[config.mk]
export PLATFORM = sky130hd
export DESIGN_NAME = wr_resp_bank
export DESIGN_NICKNAME = d
export VERILOG_FILES = /design/src/hw/wr_resp_bank_pkg.sv /design/src/hw/link_if.sv /design/src/hw/wr_resp_bank.sv /design/src/hw/msg_ram.sv /design/src/hw/release_select.sv /design/src/hw/queue_pointers.sv /design/src/hw/link_table.sv /design/src/hw/slot_allocator.sv
export SDC_FILE = /design/constraint.sdc
export NUM_CORES = 1
export LEC_CHECK = 0
export BUFFER_PORTS_ARGS = -buffer_cell sky130_fd_sc_hd__buf_2
export CAP_MARGIN = 20
export CORE_MARGIN = 1
export CORE_UTILIZATION = 63
export DETAILED_ROUTE_END_ITERATION = 6
export GPL_ROUTABILITY_DRIVEN = 0
export HOLD_SLACK_MARGIN = 0.06
export PLACE_DENSITY_LB_ADDON = 0.05
export SLEW_MARGIN = 5
export SYNTH_ARGS = -nofsm -noshare
export SYNTH_HDL_FRONTEND = slang
export SYNTH_SLANG_ARGS = --single-unit
[constraint.sdc]
create_clock -name clk_i -period 4.8 [get_ports clk_i]
set_input_delay 0.48 -clock clk_i [delete_from_list [all_inputs] [get_ports clk_i]]
set_output_delay 0.48 -clock clk_i [all_outputs]
set_load 0.05 [all_outputs]
[src/hw/wr_resp_bank_pkg.sv]
// Sizes and word types shared by the write-response bank; import with a wildcard in module headers
package wr_resp_bank_pkg;

  ////////////////////////////////////////////////////////////////////////////
  // Sizes
  ////////////////////////////////////////////////////////////////////////////

  // AXI identifiers handled by the bank
  localparam int unsigned NumIds = 4;
  localparam int unsigned IdWidth = 2;

  // Slots shared by all identifiers
  localparam int unsigned Capacity = 16;
  localparam int unsigned AddrWidth = 4;

  // One bit wider than an address so a count can reach Capacity
  localparam int unsigned CntWidth = 5;

  // Response payload without its identifier
  localparam int unsigned MsgWidth = 8;

  ////////////////////////////////////////////////////////////////////////////
  // Word types
  ////////////////////////////////////////////////////////////////////////////

  typedef logic [IdWidth-1:0] id_t;
  typedef logic [AddrWidth-1:0] addr_t;
  typedef logic [CntWidth-1:0] cnt_t;
  typedef logic [MsgWidth-1:0] msg_t;

endpackage
[src/hw/link_if.sv]
// Next-pointer table access between the queue pointers (queue side) and the table (table side)
interface link_if import wr_resp_bank_pkg::*; ();

  // Write port, one link per reservation
  logic  wr_en;
  addr_t wr_addr;
  addr_t wr_next;

  // Two combinational read ports, for the fill and release pointers
  addr_t fill_addr;
  addr_t fill_next;
  addr_t rel_addr;
  addr_t rel_next;

  modport tbl (
    input  wr_en, wr_addr, wr_next,
    input  fill_addr, rel_addr,
    output fill_next, rel_next
  );

  modport queue (
    output wr_en, wr_addr, wr_next,
    output fill_addr, rel_addr,
    input  fill_next, rel_next
  );

endinterface

[src/hw/wr_resp_bank.sv]
// Write-response bank top level; reserve a slot per AXI ID, fill it, release responses in ID order
module wr_resp_bank import wr_resp_bank_pkg::*; (
  input  logic                clk_i,
  input  logic                rst_ni,

  // Reservation
  input  logic [NumIds-1:0]   i_rsv_id_onehot,
  input  logic                i_rsv_ready,
  output logic                o_rsv_valid,
  output addr_t               o_rsv_addr,

  // Response input
  input  logic                i_in_valid,
  input  id_t                 i_in_id,
  input  msg_t                i_in_msg,
  output logic                o_in_ready,

  // Multi-hot release enable, one bit per slot
  input  logic [Capacity-1:0] i_release_en,

  // Response output
  input  logic                i_out_ready,
  output logic                o_out_valid,
  output id_t                 o_out_id,
  output msg_t                o_out_msg,

  output logic [Capacity-1:0] o_released_onehot
);

  logic              rsv_fire;
  logic              fill_fire;
  addr_t             fill_addr;
  logic [NumIds-1:0] cand_valid;
  addr_t             cand_addr [NumIds];
  logic [NumIds-1:0] grant_onehot;
  logic              rd_en;
  addr_t             rd_addr;

  link_if link ();

  assign rsv_fire = o_rsv_valid && i_rsv_ready;
  assign fill_fire = i_in_valid && o_in_ready;

  ////////////////////////////////////////////////////////////////////////////
  // Slot bookkeeping
  ////////////////////////////////////////////////////////////////////////////

  slot_allocator u_slot_allocator (
    .clk_i            (clk_i),
    .rst_ni           (rst_ni),
    .i_rsv_fire       (rsv_fire),
    .i_release_onehot (o_released_onehot),
    .o_free_addr      (o_rsv_addr),
    .o_any_free       (o_rsv_valid)
  );

  link_table u_link_table (
    .clk_i  (clk_i),
    .rst_ni (rst_ni),
    .link   (link)
  );

  queue_pointers u_queue_pointers (
    .clk_i           (clk_i),
    .rst_ni          (rst_ni),
    .i_rsv_fire      (rsv_fire),
    .i_rsv_id_onehot (i_rsv_id_onehot),
    .i_free_addr     (o_rsv_addr),
    .i_fill_fire     (fill_fire),
    .i_fill_id       (i_in_id),
    .i_grant_onehot  (grant_onehot),
    .o_id_reserved   (o_in_ready),
    .o_fill_addr     (fill_addr),
    .o_cand_valid    (cand_valid),
    .o_cand_addr     (cand_addr),
    .link            (link)
  );

  ////////////////////////////////////////////////////////////////////////////
  // Release path and payload storage
  ////////////////////////////////////////////////////////////////////////////

  release_select u_release_select (
    .clk_i             (clk_i),
    .rst_ni            (rst_ni),
    .i_cand_valid      (cand_valid),
    .i_cand_addr       (cand_addr),
    .i_release_en      (i_release_en),
    .i_out_ready       (i_out_ready),
    .o_grant_onehot    (grant_onehot),
    .o_rd_en           (rd_en),
    .o_rd_addr         (rd_addr),
    .o_out_valid       (o_out_valid),
    .o_out_id          (o_out_id),
    .o_released_onehot (o_released_onehot)
  );

  // Message arrives one cycle after selection, with the output stage
  msg_ram #(
    .Width (MsgWidth),
    .Depth (Capacity)
  ) u_msg_ram (
    .clk_i     (clk_i),
    .i_wr_en   (fill_fire),
    .i_wr_addr (fill_addr),
    .i_wr_data (i_in_msg),
    .i_rd_en   (rd_en),
    .i_rd_addr (rd_addr),
    .o_rd_data (o_out_msg)
  );

endmodule

[src/hw/msg_ram.sv]
// Two-port flop storage with synchronous write and registered read; any width and depth
module msg_ram #(
  parameter int unsigned Width = 8,
  parameter int unsigned Depth = 16
) (
  input  logic                     clk_i,
  input  logic                     i_wr_en,
  input  logic [$clog2(Depth)-1:0] i_wr_addr,
  input  logic [Width-1:0]         i_wr_data,
  input  logic                     i_rd_en,
  input  logic [$clog2(Depth)-1:0] i_rd_addr,
  output logic [Width-1:0]         o_rd_data
);

  logic [Width-1:0] mem [Depth];
  logic [Width-1:0] rd_data_q;

  always_ff @(posedge clk_i) begin
    if (i_wr_en) begin
      mem[i_wr_addr] <= i_wr_data;
    end
  end

  // Read data holds while no read is requested
  always_ff @(posedge clk_i) begin
    if (i_rd_en) begin
      rd_data_q <= mem[i_rd_addr];
    end
  end

  assign o_rd_data = rd_data_q;

endmodule

[src/hw/release_select.sv]
// Release arbiter and output stage; lowest eligible identifier goes out, held under back-pressure
module release_select import wr_resp_bank_pkg::*; (
  input  logic                clk_i,
  input  logic                rst_ni,
  input  logic [NumIds-1:0]   i_cand_valid,
  input  addr_t               i_cand_addr [NumIds],
  input  logic [Capacity-1:0] i_release_en,
  input  logic                i_out_ready,
  output logic [NumIds-1:0]   o_grant_onehot,
  output logic                o_rd_en,
  output addr_t               o_rd_addr,
  output logic                o_out_valid,
  output id_t                 o_out_id,
  output logic [Capacity-1:0] o_released_onehot
);

  logic [NumIds-1:0] eligible;
  logic release_fire;
  logic stage_open;
  logic any_grant;
  id_t  grant_id;

  logic  out_valid_q;
  id_t   out_id_q;
  addr_t out_slot_q;

  ////////////////////////////////////////////////////////////////////////////
  // Selection
  ////////////////////////////////////////////////////////////////////////////

  for (genvar g = 0; g < NumIds; g++) begin : gen_eligible
    assign eligible[g] = i_cand_valid[g] && i_release_en[i_cand_addr[g]];
  end : gen_eligible

  assign release_fire = out_valid_q && i_out_ready;
  // Stage empty, or emptied by the handshake in this cycle
  assign stage_open = !out_valid_q || i_out_ready;

  always_comb begin
    o_grant_onehot = '0;
    grant_id = '0;
    for (int i = NumIds - 1; i >= 0; i--) begin
      if (eligible[i] && stage_open) begin
        o_grant_onehot = '0;
        o_grant_onehot[i] = 1'b1;
        grant_id = id_t'(i);
      end
    end
  end

  assign any_grant = |o_grant_onehot;
  assign o_rd_en = any_grant;
  assign o_rd_addr = i_cand_addr[grant_id];

  ////////////////////////////////////////////////////////////////////////////
  // Output stage
  ////////////////////////////////////////////////////////////////////////////

  always_ff @(posedge clk_i or negedge rst_ni) begin
    if (!rst_ni) begin
      out_valid_q <= 1'b0;
    end else if (stage_open) begin
      out_valid_q <= any_grant;
    end
  end

  always_ff @(posedge clk_i) begin
    if (any_grant) begin
      out_id_q <= grant_id;
      out_slot_q <= o_rd_addr;
    end
  end

  assign o_out_valid = out_valid_q;
  assign o_out_id = out_id_q;

  // Slot is freed on the edge that ends the handshake
  for (genvar a = 0; a < Capacity; a++) begin : gen_released
    assign o_released_onehot[a] = release_fire && (out_slot_q == addr_t'(a));
  end : gen_released

endmodule

[src/hw/queue_pointers.sv]
// Per-identifier linked-list queues; tracks head, fill and release pointers and their counts
module queue_pointers import wr_resp_bank_pkg::*; (
  input  logic              clk_i,
  input  logic              rst_ni,
  input  logic              i_rsv_fire,
  input  logic [NumIds-1:0] i_rsv_id_onehot,
  input  addr_t             i_free_addr,
  input  logic              i_fill_fire,
  input  id_t               i_fill_id,
  input  logic [NumIds-1:0] i_grant_onehot,
  output logic              o_id_reserved,
  output addr_t             o_fill_addr,
  output logic [NumIds-1:0] o_cand_valid,
  output addr_t             o_cand_addr [NumIds],
  link_if.queue             link
);

  // Head is the last reserved slot of a queue
  addr_t head_q [NumIds];
  addr_t head_d [NumIds];
  // Oldest reserved slot still waiting for its response
  addr_t fill_q [NumIds];
  addr_t fill_d [NumIds];
  // Oldest filled slot not yet handed to the output stage
  addr_t rel_q [NumIds];
  addr_t rel_d [NumIds];

  cnt_t rsv_cnt_q [NumIds];
  cnt_t rsv_cnt_d [NumIds];
  cnt_t filled_cnt_q [NumIds];
  cnt_t filled_cnt_d [NumIds];

  id_t grant_id;

  always_comb begin
    grant_id = '0;
    for (int i = 0; i < NumIds; i++) begin
      if (i_grant_onehot[i]) begin
        grant_id = id_t'(i);
      end
    end
  end

  ////////////////////////////////////////////////////////////////////////////
  // Link table access
  ////////////////////////////////////////////////////////////////////////////

  assign link.fill_addr = fill_q[i_fill_id];
  assign link.rel_addr = rel_q[grant_id];
  assign link.wr_next = i_free_addr;

  // Only a queue that still holds a slot needs the new slot chained behind its head
  always_comb begin
    link.wr_en = 1'b0;
    link.wr_addr = '0;
    for (int i = 0; i < NumIds; i++) begin
      if (i_rsv_fire && i_rsv_id_onehot[i] &&
          (rsv_cnt_q[i] != '0 || filled_cnt_q[i] != '0)) begin
        link.wr_en = 1'b1;
        link.wr_addr = head_q[i];
      end
    end
  end

  assign o_fill_addr = fill_q[i_fill_id];
  assign o_id_reserved = rsv_cnt_q[i_fill_id] != '0;

  ////////////////////////////////////////////////////////////////////////////
  // Pointer and count updates
  ////////////////////////////////////////////////////////////////////////////

  for (genvar g = 0; g < NumIds; g++) begin : gen_id
    logic rsv_hit;
    logic fill_hit;
    logic grant_hit;
    cnt_t filled_after_grant;

    assign rsv_hit = i_rsv_fire && i_rsv_id_onehot[g];
    assign fill_hit = i_fill_fire && (i_fill_id == id_t'(g));
    assign grant_hit = i_grant_onehot[g];
    assign filled_after_grant = filled_cnt_q[g] - cnt_t'(grant_hit);

    assign o_cand_valid[g] = filled_cnt_q[g] != '0;
    assign o_cand_addr[g] = rel_q[g];

    always_comb begin
      head_d[g] = head_q[g];
      fill_d[g] = fill_q[g];
      rel_d[g] = rel_q[g];
      rsv_cnt_d[g] = rsv_cnt_q[g] + cnt_t'(rsv_hit) - cnt_t'(fill_hit);
      filled_cnt_d[g] = filled_cnt_q[g] + cnt_t'(fill_hit) - cnt_t'(grant_hit);

      // Grant moves the release pointer at selection time
      if (grant_hit && filled_cnt_q[g] > cnt_t'(1)) begin
        rel_d[g] = link.rel_next;
      end

      if (fill_hit) begin
        if (rsv_cnt_q[g] > cnt_t'(1)) begin
          fill_d[g] = link.fill_next;
        end
        // Queue of filled entries empty, so the new entry is next to release
        if (filled_after_grant == '0) begin
          rel_d[g] = fill_q[g];
        end
      end

      if (rsv_hit) begin
        head_d[g] = i_free_addr;
        if (rsv_cnt_q[g] == '0 || (rsv_cnt_q[g] == cnt_t'(1) && fill_hit)) begin
          fill_d[g] = i_free_addr;
        end
      end
    end
  end : gen_id

  always_ff @(posedge clk_i or negedge rst_ni) begin
    if (!rst_ni) begin
      for (int i = 0; i < NumIds; i++) begin
        head_q[i] <= '0;
        fill_q[i] <= '0;
        rel_q[i] <= '0;
        rsv_cnt_q[i] <= '0;
        filled_cnt_q[i] <= '0;
      end
    end else begin
      head_q <= head_d;
      fill_q <= fill_d;
      rel_q <= rel_d;
      rsv_cnt_q <= rsv_cnt_d;
      filled_cnt_q <= filled_cnt_d;
    end
  end

endmodule

[src/hw/link_table.sv]
// Next-pointer table chaining each identifier's slots; written per reservation, read without latency
module link_table import wr_resp_bank_pkg::*; (
  input logic   clk_i,
  input logic   rst_ni,
  link_if.tbl   link
);

  addr_t next_q [Capacity];

  ////////////////////////////////////////////////////////////////////////////
  // Write port
  ////////////////////////////////////////////////////////////////////////////

  // The old head of a queue learns its successor when a new slot is reserved
  always_ff @(posedge clk_i or negedge rst_ni) begin
    if (!rst_ni) begin
      for (int a = 0; a < Capacity; a++) begin
        next_q[a] <= '0;
      end
    end else if (link.wr_en) begin
      next_q[link.wr_addr] <= link.wr_next;
    end
  end

  ////////////////////////////////////////////////////////////////////////////
  // Read ports
  ////////////////////////////////////////////////////////////////////////////

  // A link is always written at least one cycle before it is followed
  assign link.fill_next = next_q[link.fill_addr];
  assign link.rel_next = next_q[link.rel_addr];

endmodule

[src/hw/slot_allocator.sv]
// Occupancy tracker of the bank slots; offers the lowest free address for the next reservation
module slot_allocator import wr_resp_bank_pkg::*; (
  input  logic                clk_i,
  input  logic                rst_ni,
  input  logic                i_rsv_fire,
  input  logic [Capacity-1:0] i_release_onehot,
  output addr_t               o_free_addr,
  output logic                o_any_free
);

  logic [Capacity-1:0] occupied_q;
  logic [Capacity-1:0] occupied_d;

  // Lowest clear bit wins, scanned from the top down
  always_comb begin
    o_free_addr = '0;
    for (int a = Capacity - 1; a >= 0; a--) begin
      if (!occupied_q[a]) begin
        o_free_addr = addr_t'(a);
      end
    end
  end

  assign o_any_free = ~&occupied_q;

  // Reserved and released slots never coincide, a released slot is occupied
  always_comb begin
    occupied_d = occupied_q & ~i_release_onehot;
    if (i_rsv_fire) begin
      occupied_d[o_free_addr] = 1'b1;
    end
  end

  always_ff @(posedge clk_i or negedge rst_ni) begin
    if (!rst_ni) begin
      occupied_q <= '0;
    end else begin
      occupied_q <= occupied_d;
    end
  end

endmodule

==> metrics <==
PD cells 779 mW/mm2; # DRC 16; Critical Path Sink u_queue_pointers.o_cand_addr[8]; Total Neg Setup Slack 0 ps; r2r setup slk 270 ps; Syn Nets 1533; Crit path required time 5160 ps; register area share after synthesis 0.505; Hold Fails Final Rpt 0; Yosys top cell area share 0.254; Worst Path Buf+Inv 3; GRT Overall Usage 0.308; Crit. End Element flop; Post-Syn Area 0.0168 mm2; final period utilization 0.943; Setup CP Type reg2reg; row count 59; Max Cap Violations 0; routed wire length 40700 um; Sequential Power Share 0.294; final cell count without fillers 1860; Reg2Reg Depth 14; Reg2Reg Capture Point u_queue_pointers.o_cand_addr[8]; Synth area leader edfxtp_1; Detail Placement HPWL 28000 um; endpoints failing setup 0; sw frac 0.438; Crit-path slowest cell nor4_2; Post-Synthesis Cells 1418; initial antenna violation count 0; worst endpoint data arrival time 4890 ps; asr flop ratio synth 0.543; min cycle time layout 4530 ps; clock power share 0.184; top_reg_cell synth dfrtp_1; yosys warns 0; Critical Path Source u_queue_pointers.filled_cnt_q[7]; Sink Count 311; ranking of synthesized cells by area edfxtp_1, dfrtp_1, mux2i_1, ha_1, mux2_2; area of the core 0.0261 mm2; Die H 165 um; DRT iter0 DRCs 1009; first-pass GRT wire length 63400 um; post-route ant nets 0; clk buf depth 3; Largest delay share family, worst path simple AND/OR/NAND/NOR gates; FF+latch count, synth 311; Setup WS post-layout 274 ps; failing checks design-rule violations; die width 165 um; Antenna Diode Count 0; via count 11552; Initial Utilization 0.643; synth unique cells 73; syn avg cell area 11.9 um2; Layout area overhead 11.5%; routed length per placed instance 21.9 um; global route overflow 0; Internal Pwr Total 8.20 mW; DP Worst Slack 338 ps; EDFF count, synth 142; final slew viol count 0; Max IR drop VDD 0.542 mV; clock transition at the registers of the reported paths 60 ps; Die ar. 0.0273 mm2; WP depth 14; total CTS buffers 35; Clk Latency, worst-skew pair 520 ps; Worst Tran Pin Value 1080 ps; Max FO, Critical Path 29; fmax 221 MHz; relative slew slack 0.278; vias in the first global route 11482; combinational fraction of design power 0.522; layout cell share with drive strength beyond 1 0.170; via density per instance 6.21; largest net degree at the start of global routing 170; post-CTS setup buffer count 0; RR Startpoint u_queue_pointers.filled_cnt_q[7]; clk_skew 14.6 ps; port bufs 67; leakage 8.30 nW; Placed Cells 1798; RSZ-0062 raised after global routing true; fin nets 1615; critical-path cell list inv_1, ha_1, nor3b_1, a21o_1, nor4bb_1, nor2_1, a31o_2, a21oi_4, inv_2, mux2i_1, a2111oi_0, buf_4, nor4_2, o211ai_1; Tightest Hold Check Type in2async; Max stage delay on crit path 630 ps; io pins 68; Sw Pwr 6.39 mW; drt first pass iters 7; H-tree Lvls 2; Worst Setup Start Kind flop; root buf cell clkbuf_16; status finished, violations left; CTS tree done
final cells by class:
type                    count  area (um2)
inverters                 113         427
clock inverters            21         231
repair buffers             94         553
clock buffers              41         908
multi-input cells         945        7710
flip-flops and latches    311        8490
well taps                 335         419
fillers                  1860        7390
cell usage in the layout (no fill, tap or decap), types with 29 or more instances in the layout:
| cell | Yosys | layout |
|---|---|---|
| a2111oi_0 | 36 | 34 |
| inv_1 | 108 | 108 |
| nand2_1 | 91 | 91 |
| clkbuf_16 | 0 | 35 |
| edfxtp_1 | 142 | 142 |
| o21ai_0 | 62 | 61 |
| ha_1 | 72 | 72 |
| dfrtp_1 | 169 | 169 |
| a21oi_1 | 30 | 29 |
| buf_2 | 16 | 66 |
| mux2i_1 | 195 | 195 |
| mux2_2 | 52 | 52 |
| nor2_1 | 113 | 113 |
per-layer routing:
metal | vias up | share of wire | global-route usage
met5 | - | 0 | 0
met1 | 5637 | 0.41 | 0.397
met4 | 0 | 0.030 | 0.100
li1 | 5359 | - | -
met2 | 459 | 0.50 | 0.537
met3 | 97 | 0.065 | 0.0435
through the flow:
step                      power [mW]  hold slack (ps)  area, um2  utilization
after detailed placement        11.8              471      17600        0.673
after global routing            15.4              167      18700        0.717
after CTS                       14.6              177      18700        0.717
final                           14.6             41.7      18700        0.717
after global placement          11.7              456      17600        0.673
after floorplan                 9.72              184      16800            -
how the worst min path moves through the flow:
stage	start	end	slack, ps	cells after the start
after floorplan	rst_ni	u_link_table.next_q[0]	180	0
after global placement	u_queue_pointers.head_q[5]	u_queue_pointers.head_q[5]	460	2
after detailed placement	u_queue_pointers.head_q[2]	u_queue_pointers.head_q[2]	470	2
after CTS	rst_ni	u_queue_pointers.filled_cnt_q[19]	180	2
after global routing	rst_ni	u_queue_pointers.filled_cnt_q[19]	170	2
final	rst_ni	u_queue_pointers.filled_cnt_q[19]	40	2
cells by family (layout without fill, tap and decap cells):
| logic type | count (synthesis) | count (layout) | share of synthesized area |
|---|---|---|---|
| simple gates | 326 | 326 | 0.0951 |
| flops | 311 | 311 | 0.505 |
| mux | 283 | 283 | 0.192 |
| compound gates | 223 | 223 | 0.0895 |
| buf+inv | 162 | 269 | 0.0382 |
| fa+ha+maj | 80 | 80 | 0.0631 |
| xor+xnor | 33 | 33 | 0.0172 |
power by group through the flow:
stage	Sequential, mW	Clock, mW	Combinational [mW]
after floorplan	4.20	0	5.52
after global placement	4.30	0	7.36
after detailed placement	4.31	0	7.51
after CTS	4.28	2.70	7.58
after global routing	4.37	2.79	8.28
final	4.29	2.68	7.62
cell usage after synthesis (all sizes together), types with 24 or more instances:
library cell and instances:
a21oi 30, edfxtp 142, nor2 114, nand2 92
xor2 25, dfrtp 169, mux2i 195, mux2 64
clkbuf 26, o21ai 72, ha 72, mux4 24
inv 111, a2111oi 36
timing repair:
item	in CTS	in global routing
hold buffers	0	0
resized for setup	0	2
setup endpoints to repair	0	11
flip-flops by register name, summed over array words and instances, names as in the netlist, 2 cells and up:
| name | cells |
|---|---|
| u_queue_pointers.fill_q | 16 |
| u_queue_pointers.o_cand_addr | 16 |
| u_queue_pointers.head_q | 16 |
| u_release_select.o_out_id | 2 |
| u_queue_pointers.rsv_cnt_q | 20 |
| u_msg_ram.o_rd_data | 8 |
| u_msg_ram.mem | 128 |
| u_release_select.out_slot_q | 4 |
| u_link_table.next_q | 64 |
| u_queue_pointers.filled_cnt_q | 20 |
| u_slot_allocator.occupied_q | 16 |
Note: power is estimated with default switching activity, not from simulation.
